<file path="src/hw/cl_ctl_pkg.sv">
package cl_ctl_pkg;

   // Number of DDR channels with a scrubber
   localparam int NUM_DDR = 4;

   // Channel index used by the decode and readback logic
   typedef logic [1:0] ddr_sel_t;

   // Byte address inside one DDR channel
   typedef logic [63:0] scrb_addr_t;

   // One burst beat on the DDR data bus
   localparam int DDR_BEAT_BYTES = 64;

   // --------------------
   // Shell control word
   // --------------------

   // Bits 3 to 0 are the per-channel scrub enables
   localparam int CTL_DBG_EN_BIT  = 31;
   localparam int CTL_DBG_SEL_LSB = 28;

   // --------------------
   // Identification
   // --------------------

   localparam logic [31:0] CL_SH_ID0_WORD = 32'hF000_1D0F;
   localparam logic [31:0] CL_SH_ID1_WORD = 32'h1D51_FEDC;

   // Channel positions for enable bits and walker indices
   localparam ddr_sel_t DDR_A = 2'd0;
   localparam ddr_sel_t DDR_B = 2'd1;
   localparam ddr_sel_t DDR_D = 2'd2;
   localparam ddr_sel_t DDR_C = 2'd3;

endpackage

</file>
<file path="src/hw/ddr_stat_pkg.sv">
package ddr_stat_pkg;

   // DDR controllers with a statistics port
   localparam int NUM_STAT_CH = 3;

   // Shell to DDR request
   typedef struct packed
   {
      logic        wr;
      logic        rd;
      logic [7:0]  addr;
      logic [31:0] wdata;
   } stat_req_t;

   // DDR to shell response
   typedef struct packed
   {
      logic        ack;
      logic [7:0]  intr;
      logic [31:0] rdata;
   } stat_ack_t;

endpackage

</file>
<file path="src/hw/cl_ctl_top.sv">
module cl_ctl_top
#(
   parameter cl_ctl_pkg::scrb_addr_t SCRB_MAX_ADDR         = 64'h1FFF,
   parameter int                     SCRB_BURST_LEN_MINUS1 = 15,
   parameter int                     STAT_STAGES           = 8
)
(
   input  logic        clk,
   input  logic        sync_rst_n,
   input  logic [31:0] ctl0,
   input  logic        flr_req,
   input  logic [2:0]  ddr_ready,
   input  logic        ddr_c_ready,
   output logic        flr_done,
   output logic [31:0] id0,
   output logic [31:0] id1,
   output logic [3:0]  all_ddr_ready,
   output logic [3:0]  all_scrb_done,

   // Statistics requests from the shell and toward DDR
   input  logic [ddr_stat_pkg::NUM_STAT_CH-1:0] sh_stat_wr,
   input  logic [ddr_stat_pkg::NUM_STAT_CH-1:0] sh_stat_rd,
   input  logic [7:0]                           sh_stat_addr   [ddr_stat_pkg::NUM_STAT_CH],
   input  logic [31:0]                          sh_stat_wdata  [ddr_stat_pkg::NUM_STAT_CH],
   output logic [ddr_stat_pkg::NUM_STAT_CH-1:0] ddr_stat_wr,
   output logic [ddr_stat_pkg::NUM_STAT_CH-1:0] ddr_stat_rd,
   output logic [7:0]                           ddr_stat_addr  [ddr_stat_pkg::NUM_STAT_CH],
   output logic [31:0]                          ddr_stat_wdata [ddr_stat_pkg::NUM_STAT_CH],

   // Statistics acknowledges from DDR and toward the shell
   input  logic [ddr_stat_pkg::NUM_STAT_CH-1:0] ddr_stat_ack,
   input  logic [7:0]                           ddr_stat_int   [ddr_stat_pkg::NUM_STAT_CH],
   input  logic [31:0]                          ddr_stat_rdata [ddr_stat_pkg::NUM_STAT_CH],
   output logic [ddr_stat_pkg::NUM_STAT_CH-1:0] sh_stat_ack,
   output logic [7:0]                           sh_stat_int    [ddr_stat_pkg::NUM_STAT_CH],
   output logic [31:0]                          sh_stat_rdata  [ddr_stat_pkg::NUM_STAT_CH]
);

   import cl_ctl_pkg::*;
   import ddr_stat_pkg::*;

   logic [NUM_DDR-1:0] scrb_en;
   logic               dbg_en;
   logic [2:0]         dbg_sel;
   scrb_addr_t         scrb_addr [NUM_DDR];
   logic [NUM_DDR-1:0] scrb_done;

   // --------------------
   // Control decode
   // --------------------

   ctl_decode u_ctl_decode
   (
      .clk        (clk),
      .sync_rst_n (sync_rst_n),
      .ctl0       (ctl0),
      .flr_req    (flr_req),
      .scrb_en    (scrb_en),
      .dbg_en     (dbg_en),
      .dbg_sel    (dbg_sel),
      .flr_done   (flr_done)
   );

   // --------------------
   // Scrub walkers
   // --------------------

   for (genvar ch = 0; ch < NUM_DDR; ch++)
   begin : g_walker
      scrub_walker
      #(
         .SCRB_MAX_ADDR         (SCRB_MAX_ADDR),
         .SCRB_BURST_LEN_MINUS1 (SCRB_BURST_LEN_MINUS1)
      )
      u_scrub_walker
      (
         .clk        (clk),
         .sync_rst_n (sync_rst_n),
         .scrb_en    (scrb_en[ch]),
         .scrb_addr  (scrb_addr[ch]),
         .scrb_done  (scrb_done[ch])
      );
   end

   // --------------------
   // ID and status
   // --------------------

   id_status_mux u_id_status_mux
   (
      .clk           (clk),
      .sync_rst_n    (sync_rst_n),
      .dbg_en        (dbg_en),
      .dbg_sel       (dbg_sel),
      .scrb_addr     (scrb_addr),
      .scrb_done     (scrb_done),
      .ddr_ready     (ddr_ready),
      .ddr_c_ready   (ddr_c_ready),
      .id0           (id0),
      .id1           (id1),
      .all_ddr_ready (all_ddr_ready),
      .all_scrb_done (all_scrb_done)
   );

   // --------------------
   // Statistics pipes
   // --------------------

   for (genvar ch = 0; ch < NUM_STAT_CH; ch++)
   begin : g_stat
      stat_req_t req_in;
      stat_req_t req_out;
      stat_ack_t ack_in;
      stat_ack_t ack_out;

      assign req_in = '{wr: sh_stat_wr[ch], rd: sh_stat_rd[ch],
                        addr: sh_stat_addr[ch], wdata: sh_stat_wdata[ch]};

      assign ddr_stat_wr[ch]    = req_out.wr;
      assign ddr_stat_rd[ch]    = req_out.rd;
      assign ddr_stat_addr[ch]  = req_out.addr;
      assign ddr_stat_wdata[ch] = req_out.wdata;

      assign ack_in = '{ack: ddr_stat_ack[ch], intr: ddr_stat_int[ch],
                        rdata: ddr_stat_rdata[ch]};

      assign sh_stat_ack[ch]   = ack_out.ack;
      assign sh_stat_int[ch]   = ack_out.intr;
      assign sh_stat_rdata[ch] = ack_out.rdata;

      stat_pipe #(.payload_t(stat_req_t), .STAGES(STAT_STAGES)) u_req_pipe
      (
         .clk        (clk),
         .sync_rst_n (sync_rst_n),
         .in_bus     (req_in),
         .out_bus    (req_out)
      );

      stat_pipe #(.payload_t(stat_ack_t), .STAGES(STAT_STAGES)) u_ack_pipe
      (
         .clk        (clk),
         .sync_rst_n (sync_rst_n),
         .in_bus     (ack_in),
         .out_bus    (ack_out)
      );
   end

endmodule

</file>
<file path="src/hw/ctl_decode.sv">
module ctl_decode
(
   input  logic                             clk,
   input  logic                             sync_rst_n,
   input  logic [31:0]                      ctl0,
   input  logic                             flr_req,
   output logic [cl_ctl_pkg::NUM_DDR-1:0]   scrb_en,
   output logic                             dbg_en,
   output logic [2:0]                       dbg_sel,
   output logic                             flr_done
);

   import cl_ctl_pkg::*;

   logic flr_req_q;

   // --------------------
   // Control word
   // --------------------

   // Only the fields in use are kept, the rest of the word is ignored
   always_ff @(posedge clk or negedge sync_rst_n)
   begin
      if (!sync_rst_n)
      begin
         scrb_en <= '0;
         dbg_en  <= 1'b0;
         dbg_sel <= 3'd0;
      end
      else
      begin
         scrb_en <= ctl0[NUM_DDR-1:0];
         dbg_en  <= ctl0[CTL_DBG_EN_BIT];
         dbg_sel <= ctl0[CTL_DBG_SEL_LSB +: 3];
      end
   end

   // --------------------
   // FLR acknowledge
   // --------------------

   // Pulse once per registered request, a held request toggles the ack
   always_ff @(posedge clk or negedge sync_rst_n)
   begin
      if (!sync_rst_n)
      begin
         flr_req_q <= 1'b0;
         flr_done  <= 1'b0;
      end
      else
      begin
         flr_req_q <= flr_req;
         flr_done  <= flr_req_q && !flr_done;
      end
   end

endmodule

</file>
<file path="src/hw/id_status_mux.sv">
module id_status_mux
(
   input  logic                           clk,
   input  logic                           sync_rst_n,
   input  logic                           dbg_en,
   input  logic [2:0]                     dbg_sel,
   input  cl_ctl_pkg::scrb_addr_t         scrb_addr [cl_ctl_pkg::NUM_DDR],
   input  logic [cl_ctl_pkg::NUM_DDR-1:0] scrb_done,
   input  logic [2:0]                     ddr_ready,
   input  logic                           ddr_c_ready,
   output logic [31:0]                    id0,
   output logic [31:0]                    id1,
   output logic [3:0]                     all_ddr_ready,
   output logic [3:0]                     all_scrb_done
);

   import cl_ctl_pkg::*;

   ddr_sel_t   rd_ch;
   scrb_addr_t rd_addr;
   logic       ddr_c_ready_q;

   // --------------------
   // Debug readback
   // --------------------

   always_comb
   begin
      case (dbg_sel)
         3'd3:    rd_ch = DDR_C;
         3'd2:    rd_ch = DDR_D;
         3'd1:    rd_ch = DDR_B;
         default: rd_ch = DDR_A;
      endcase
   end

   assign rd_addr = scrb_addr[rd_ch];

   // ID words, replaced by the walker address while debug is on
   always_ff @(posedge clk or negedge sync_rst_n)
   begin
      if (!sync_rst_n)
      begin
         id0 <= CL_SH_ID0_WORD;
         id1 <= CL_SH_ID1_WORD;
      end
      else
      begin
         id0 <= dbg_en ? rd_addr[31:0]  : CL_SH_ID0_WORD;
         id1 <= dbg_en ? rd_addr[63:32] : CL_SH_ID1_WORD;
      end
   end

   // --------------------
   // Status vectors
   // --------------------

   // Channel C ready comes from outside the local controller
   always_ff @(posedge clk or negedge sync_rst_n)
   begin
      if (!sync_rst_n)
      begin
         ddr_c_ready_q <= 1'b0;
      end
      else
      begin
         ddr_c_ready_q <= ddr_c_ready;
      end
   end

   assign all_ddr_ready = {ddr_ready[2], ddr_c_ready_q, ddr_ready[1:0]};

   assign all_scrb_done = {scrb_done[DDR_C], scrb_done[DDR_D],
                           scrb_done[DDR_B], scrb_done[DDR_A]};

endmodule

</file>
<file path="src/hw/scrub_walker.sv">
module scrub_walker
#(
   parameter cl_ctl_pkg::scrb_addr_t SCRB_MAX_ADDR         = 64'h1FFF,
   parameter int                     SCRB_BURST_LEN_MINUS1 = 15
)
(
   input  logic                   clk,
   input  logic                   sync_rst_n,
   input  logic                   scrb_en,
   output cl_ctl_pkg::scrb_addr_t scrb_addr,
   output logic                   scrb_done
);

   import cl_ctl_pkg::*;

   // Bytes covered by one burst
   localparam scrb_addr_t BURST_BYTES =
      scrb_addr_t'(DDR_BEAT_BYTES * (SCRB_BURST_LEN_MINUS1 + 1));

   // Start address of the final burst in the range
   localparam scrb_addr_t LAST_BURST = SCRB_MAX_ADDR + scrb_addr_t'(1) - BURST_BYTES;

   logic at_last;

   assign at_last = (scrb_addr == LAST_BURST);

   // One burst per enabled cycle, done is sticky until reset
   always_ff @(posedge clk or negedge sync_rst_n)
   begin
      if (!sync_rst_n)
      begin
         scrb_addr <= '0;
         scrb_done <= 1'b0;
      end
      else if (scrb_en && !scrb_done)
      begin
         if (at_last)
         begin
            scrb_done <= 1'b1;
         end
         else
         begin
            scrb_addr <= scrb_addr + BURST_BYTES;
         end
      end
   end

endmodule

</file>
<file path="src/hw/stat_pipe.sv">
module stat_pipe
#(
   parameter type payload_t = logic,
   parameter int  STAGES    = 8
)
(
   input  logic     clk,
   input  logic     sync_rst_n,
   input  payload_t in_bus,
   output payload_t out_bus
);

   payload_t stage_q [STAGES];

   // Plain shift chain, one register per stage
   always_ff @(posedge clk or negedge sync_rst_n)
   begin
      if (!sync_rst_n)
      begin
         for (int i = 0; i < STAGES; i++)
         begin
            stage_q[i] <= '0;
         end
      end
      else
      begin
         stage_q[0] <= in_bus;
         for (int i = 1; i < STAGES; i++)
         begin
            stage_q[i] <= stage_q[i-1];
         end
      end
   end

   assign out_bus = stage_q[STAGES-1];

endmodule

</file>
<file path="config.mk">
export PLATFORM = sky130hd
export DESIGN_NAME = cl_ctl_top
export DESIGN_NICKNAME = d
export VERILOG_FILES = /design/src/hw/cl_ctl_pkg.sv /design/src/hw/ddr_stat_pkg.sv /design/src/hw/cl_ctl_top.sv /design/src/hw/ctl_decode.sv /design/src/hw/id_status_mux.sv /design/src/hw/scrub_walker.sv /design/src/hw/stat_pipe.sv
export SDC_FILE = /design/constraint.sdc
export NUM_CORES = 2
export LEC_CHECK = 0
export BUFFER_PORTS_ARGS = -buffer_cell sky130_fd_sc_hd__buf_4
export CAP_MARGIN = 20
export CORE_MARGIN = 1
export CORE_UTILIZATION = 45
export DETAILED_ROUTE_END_ITERATION = 10
export GPL_TIMING_DRIVEN = 0
export PLACE_DENSITY_LB_ADDON = 0.1
export SETUP_SLACK_MARGIN = 0.2
export SLEW_MARGIN = 20
export SYNTH_ARGS = -nofsm -noshare
export SYNTH_HDL_FRONTEND = slang
export SYNTH_SLANG_ARGS = --single-unit
</file>
<file path="constraint.sdc">
create_clock -name clk -period 2.69 [get_ports clk]
set_clock_uncertainty 0.1 [all_clocks]
set_input_delay 0.538 -clock clk [delete_from_list [all_inputs] [get_ports clk]]
set_output_delay 0.538 -clock clk [all_outputs]
set_load 0.005 [all_outputs]
</file>
== Word level (Yosys, flattened, before mapping) ==
Index checks and enable logic that the tools add are counted.

* Reductions and logical operators: 18
* $add $sub $neg: 4
* Magnitude comparators: 1
* Bitwise operators: 5
* Multiplexer cells: 6
* Eq/ne operators: 7

{| class="wikitable"
|+ Operator list
! kind !! count
|-
| adder 64 x 11 -> 64 bit, second input constant || 4
|-
| equality test 64 x 13 -> 1 bit, second input constant || 4
|-
| binary-select mux 64 bit (select 2 bit) || 1
|-
| two-way mux 64 bit || 2
|-
| two-way mux 32 bit || 2
|-
| AND reduction 2 bit || 8
|-
| equality test 3 x 2 -> 1 bit, second input constant || 2
|-
| case mux 2 bit (3 select lines) || 1
|-
| logical AND 1 bit || 5
|-
| logical NOT 1 bit || 5
|-
| inverter 1 bit || 4
|-
| equality test 3 x 1 -> 1 bit, second input constant || 1
|-
| >= comparator 3 bit, second input constant || 1
|-
| inverter 2 -> 3 bit || 1
|}

* Output and inout bits: 322
* Bits of input ports: 288
* Register bits after elaboration: 2327

== Depth between registers and ports, before layout ==
* Depth in word-level cells: 7
* Depth in mapped cells: 9
* Depth with buffers taken out: 7

== By module ==
Synthesis repeated with hierarchy kept, for this count alone.

* Cell total of the unflattened synthesis: 3746
* Area, all modules: 67363.4 µm²

{| class="wikitable"
|+ By module, submodules not included
! module !! area each (µm²) !! sequential area each (µm²) !! cells an instance !! times used
|-
| stat_pipe (g_stat[0].u_req_pipe ...) || 8723.4 || 8408.1 || 378 || 3
|-
| stat_pipe (g_stat[0].u_ack_pipe ...) || 8515.7 || 8207.9 || 369 || 3
|-
| scrub_walker || 2887.8 || 1376.3 || 289 || 4
|-
| id_status_mux || 3831.2 || 1665.3 || 338 || 1
|-
| ctl_decode || 264.0 || 250.2 || 11 || 1
|}

== Worst setup path before layout ==
Ideal clock, no wire load.

* Path type: flip-flop to flip-flop
* From: register g_walker[3].u_scrub_walker.scrb_addr[10]
* To: register g_walker[3].u_scrub_walker.scrb_addr[11]
* Cell stages (with the launch flop): 9
* Data required time: 2.465 ns
* Slack: 0.382 ns
* Arrival: 2.083 ns
* Cells stage by stage: dfrtp_1 > ha_1 > nor4bb_1 > nand4_1 > nor4_2 > nand2b_1 > buf_2 > buf_4 > mux2_2

* Cells in the longest elaborated chain, start to end: 3
* Elaborated cells on any way between the ends: 4

{| class="wikitable"
|+ Ends and longest elaborated chain
! element !! RTL line !! RTL
|-
| start: declaration || scrub_walker.sv:10 || <nowiki>output cl_ctl_pkg::scrb_addr_t scrb_addr,</nowiki>
|-
| start signal: assignment || scrub_walker.sv:43 || <nowiki>scrb_addr <= scrb_addr + BURST_BYTES;</nowiki>
|-
| parallel branches: the longest is 3 deep, another holds adder 64 x 11 -> 64 bit || n/a ||
|}

Parallel ways; which one is timed is not known.
A chain may end at the register's enable or synchronous reset.

== Worst setup path in the final report ==
* From: register u_ctl_decode.dbg_sel[0]
* To: register u_id_status_mux.id0[22]

* Cells in the longest elaborated chain, start to end: 7
* Elaborated cells on any way between the ends: 9

{| class="wikitable"
|+ Ends and longest elaborated chain
! element !! RTL line !! RTL
|-
| start: declaration || ctl_decode.sv:9 || <nowiki>output logic [2:0] dbg_sel,</nowiki>
|-
| start signal: assignment || ctl_decode.sv:34 || <nowiki>dbg_sel <= ctl0[CTL_DBG_SEL_LSB +: 3];</nowiki>
|-
| equality test 3 x 1 -> 1 bit / equality test 3 x 2 -> 1 bit (equally long branches) || id_status_mux.sv:29 || <nowiki>case (dbg_sel)</nowiki>
|-
| case mux 2 bit (3 select lines) (*) || id_status_mux.sv:29 ||
|-
| inverter 2 -> 3 bit (not written as such) (*) || id_status_mux.sv:37 || <nowiki>assign rd_addr = scrb_addr[rd_ch];</nowiki>
|-
| binary-select mux 64 bit (select 2 bit) (*) || id_status_mux.sv:37 ||
|-
| two-way mux 64 bit (not written as such) (*) (2 in series) || id_status_mux.sv:37 ||
|-
| two-way mux 32 bit (*) || id_status_mux.sv:49 || <nowiki>id0 <= dbg_en ? rd_addr[31:0] : CL_SH_ID0_WORD;</nowiki>
|-
| end signal: assignment || id_status_mux.sv:49 ||
|-
| end: declaration || id_status_mux.sv:11 || <nowiki>output logic [31:0] id0,</nowiki>
|}

Mark *: on every way between the ends. The rest lies on a longest branch, timed or not. The select of a mux whose other input is x is not followed.

==> impl_metrics.toml <==
[synthesis]
ys_async_sr_fraction = 1.000
synth_top_cell_by_area = "dfrtp_1"
synthAdderAreaFrac = 0.001131
synth_top_area_frac = 0.8490
synthXorXnorAreaFrac = 0.02799
synth-edff-count = 0
synth.avg_cell_area_um2 = 17.80
yosys-top-cells-area = "dfrtp_1, buf_4, xor2_1, nand2_1, xnor2_1"
ys_seq_elements = 2278
synth_top_family_by_area = "simple AND/OR/NAND/NOR gates"
muxShareOfSynthArea = 0.004073
ys_warn_count = 0
ys.flop_type = "dfrtp_1"
synth_cell_types = 53
syn_inst = 3727
synth_area_um2 = 66350
synth_common_cells = "dfrtp_1, buf_4, nand2_1, xor2_1, nand3_1"
synthSimpleGateAreaFrac = 0.06061
yosysSeqAreaShare = 0.8597
synth-compound-area-share = 0.01028
synth.most_common_cell = "dfrtp_1"

[setup_path]
crit_fanout = 10
crit_path_top_delay_cell = "a311oi_1"
max_stage_delay_ns = 0.66
worstSetupEndpoint = "u_id_status_mux.id0[22]"
required_ns = 3.21
critical_path_class = "flop to flop"
reg2reg_depth = 6
reg2reg_to = "u_id_status_mux.id0[22]"
cp.arrival_ns = 2.99
crit_top_cell = "clkbuf_2"
rr_startpoint = "u_ctl_decode.dbg_sel[0]"
worstPathCellList = "clkbuf_2, nand2b_1, clkbuf_2, clkbuf_1, nand2_1, a311oi_1"
crit_path_end_kind = "flop"
cp-startpoint = "u_ctl_decode.dbg_sel[0]"
rrSetupSlack_ns = 0.21
start_kind = "flop"

[outcome]
violations = "hold timing"
status = "complete, but fails checks"

[sta]
fmax_ghz = 0.4040
slew_headroom = 0.2366
layout_min_cycle_time_ns = 2.475
rsz0062_at_grt = "true"
period_share = 0.9201
finalSetupViolCount = 0
setup_slack_ns = 0.2150
whs_ns = -0.2604
slew_violations = 0
finalHoldViolCount = 399
worst_pin_slew_ns = 1.135

[global_route]
grt.busiest_layer = "met2"
grt_first_pass_wirelength_um = 192400
grt_antenna_before_repair = 9
grt_util_met2 = 0.2768
use_met3 = 0.04333
first_global_vias = 32820
grt_util_all_layers = 0.1721
grt_use_met1 = 0.2283
grt_max_degree = 155
grt_overflow_total = 0

[final_layout]
drive_above_1_share = 0.2903
layout-area-overhead-vs-synth_pct = 28.15
fin_nets = 5151
fillers = 11130
final_util = 0.5827
layout.cells.non_filler = 6952

[cts]
htreeDepth = 4
clk_pin_slew_ns = 0.06
numCtsBuffers = 215
numClockSinks = 2278
worstSkewPairLatency_ns = 0.82
cts_tree = "built"
cts_max_path_buffers = 3
cts_root_buffer = "clkbuf_16"

[pwr]
seq_power_share = 0.515
intPower_uw = 56250
p_leak_uw = 0.03952
p_per_area_nw_per_um2 = 841.2
sw_frac_of_total = 0.2135
p_sw_uw = 15270
power_uw = 71520
comb_power_share = 0.060
pwr-share-clk = 0.426
peakVddDrop_v = 0.0007568

[drt]
drc_errors = 0
avgRoutedWirePerCell_um = 18.10
vias = 31710
postRouteAntennaNets = 0
drt_pass1_iterations = 5
drt_iter0_markers = 1664
vias_per_cell = 4.561
wl_um = 125800

[place]
place_hpwl_um = 81750
gp_congestion = 0.9420
dpl.cell_count = 6242
port_buffers = 577
place_ws_ns = -1.538

[die]
fp.dieW_um = 386.0
die_area_um2 = 149000
io_pins = 610
core_um2 = 145900
num_rows = 140
fp.dieH_um = 386.0
start_util = 0.4547

[min_path]
hold_class = "input pin to async pin"

[job]
maxCapViolCount = 0
[power groups by stage]
| stage | registers, uW | logic (uW) | clock network [uW] |
|---|---|---|---|
| 2_1_floorplan | 37200 | 1230 | 0 |
| 3_3_place_gp | 37500 | 3190 | 0 |
| 3_5_place_dp | 37500 | 3310 | 0 |
| 4_1_cts | 36900 | 3950 | 31500 |
| 5_1_grt | 37000 | 4680 | 32800 |
| 6_report | 36800 | 4260 | 30400 |
[layout by cell type (no fill, tap or decap), drive strengths merged, types with 66 or more instances in the layout]
master,n
nand3,106
clkbuf,383
dlygate4sd3,263
dfrtp,2251
xor2,116
buf,920
nand2,225
nor3,71
nand4,78
xnor2,96
nor2,66
nor4,78
[per-stage QoR]
stage | hold slack, ns | area (um2) | setup TNS [ns]
floorplan | 0.1424 | 66360 | 0
global placement | 0.2311 | 73090 | -
detailed placement | 0.2347 | 73590 | -945.04
CTS | -0.2682 | 84400 | 0
global route | -0.2457 | 85020 | 0
finish | -0.2604 | 85030 | 0
[critical path: cells and delay by family (launching register included)]
kind | cells | cell delay [ns]
buf+inv | 3 | 0.81
simple gates | 2 | 0.32
flops | 1 | 0.38
compound gates | 1 | 0.66
[worst min path at each step]
stage,slack (ns),endpoint,depth (start not counted)
floorplan,0.14,g_stat[0].u_ack_pipe.out_bus[0],0
global placement,0.23,g_stat[0].u_ack_pipe.out_bus[9],0
detailed placement,0.23,g_stat[0].u_ack_pipe.out_bus[16],0
CTS,-0.27,g_stat[0].u_req_pipe.stage_q[130],2
global route,-0.25,g_stat[0].u_req_pipe.stage_q[172],2
finish,-0.26,g_stat[0].u_req_pipe.stage_q[130],2
[sequential cells by signal, summed over array words and instances (netlist names)]
register,flops
u_id_status_mux.id1,32
g_stat.u_req_pipe.stage_q,882
u_id_status_mux.ddr_c_ready_q,1
u_id_status_mux.id0,23
g_stat.u_ack_pipe.stage_q,861
u_ctl_decode.scrb_en,4
u_ctl_decode.flr_req_q,1
g_stat.u_req_pipe.out_bus,126
g_walker.u_scrub_walker.scrb_done,4
u_ctl_decode.flr_done,1
g_stat.u_ack_pipe.out_bus,123
u_ctl_decode.dbg_sel,3
u_ctl_decode.dbg_en,1
g_walker.u_scrub_walker.scrb_addr,216
[final cells by class]
| type | count | area (um2) | area share |
|---|---|---|---|
| diodes | 2 | 5.005 | 0.00005886 |
| plain buffers | 338 | 2411 | 0.02836 |
| clock buffers | 326 | 6380 | 0.07503 |
| clock inverters | 67 | 985.9 | 0.01160 |
| inverters | 22 | 82.58 | 0.0009712 |
| multi-input cells | 1093 | 7471 | 0.08787 |
| flip-flops and latches | 2278 | 57070 | 0.6712 |
| well taps | 1917 | 2399 | 0.02821 |
| repair buffers | 909 | 8225 | 0.09674 |
[cell families after synthesis]
group	count (synthesis)
AOI/OAI and AO/OA	95
xor gates and xnor gates	212
adders and majority gates	6
buffers and inverters	360
DFF	2278
muxes	24
other	1
and+or+nand+nor	751
[repair_timing]
action | in CTS | in global routing
hold buffers | 269 | 1
cloned | 7 | 5
setup endpoints to repair | 702 | 562
resized for setup | 73 | 87
pin swaps | 9 | 16
hold endpoints to repair | 474 | 622
setup buffers | 11 | 23
[routing by layer]
| layer | up-vias | routed length, um |
|---|---|---|
| met1 | 16370 | 51260 |
| met2 | 883 | 62610 |
| met5 | - | 47 |
| met4 | 6 | 3612 |
| met3 | 229 | 8318 |
| li1 | 14220 | - |
(Power assumes the default switching activity.)
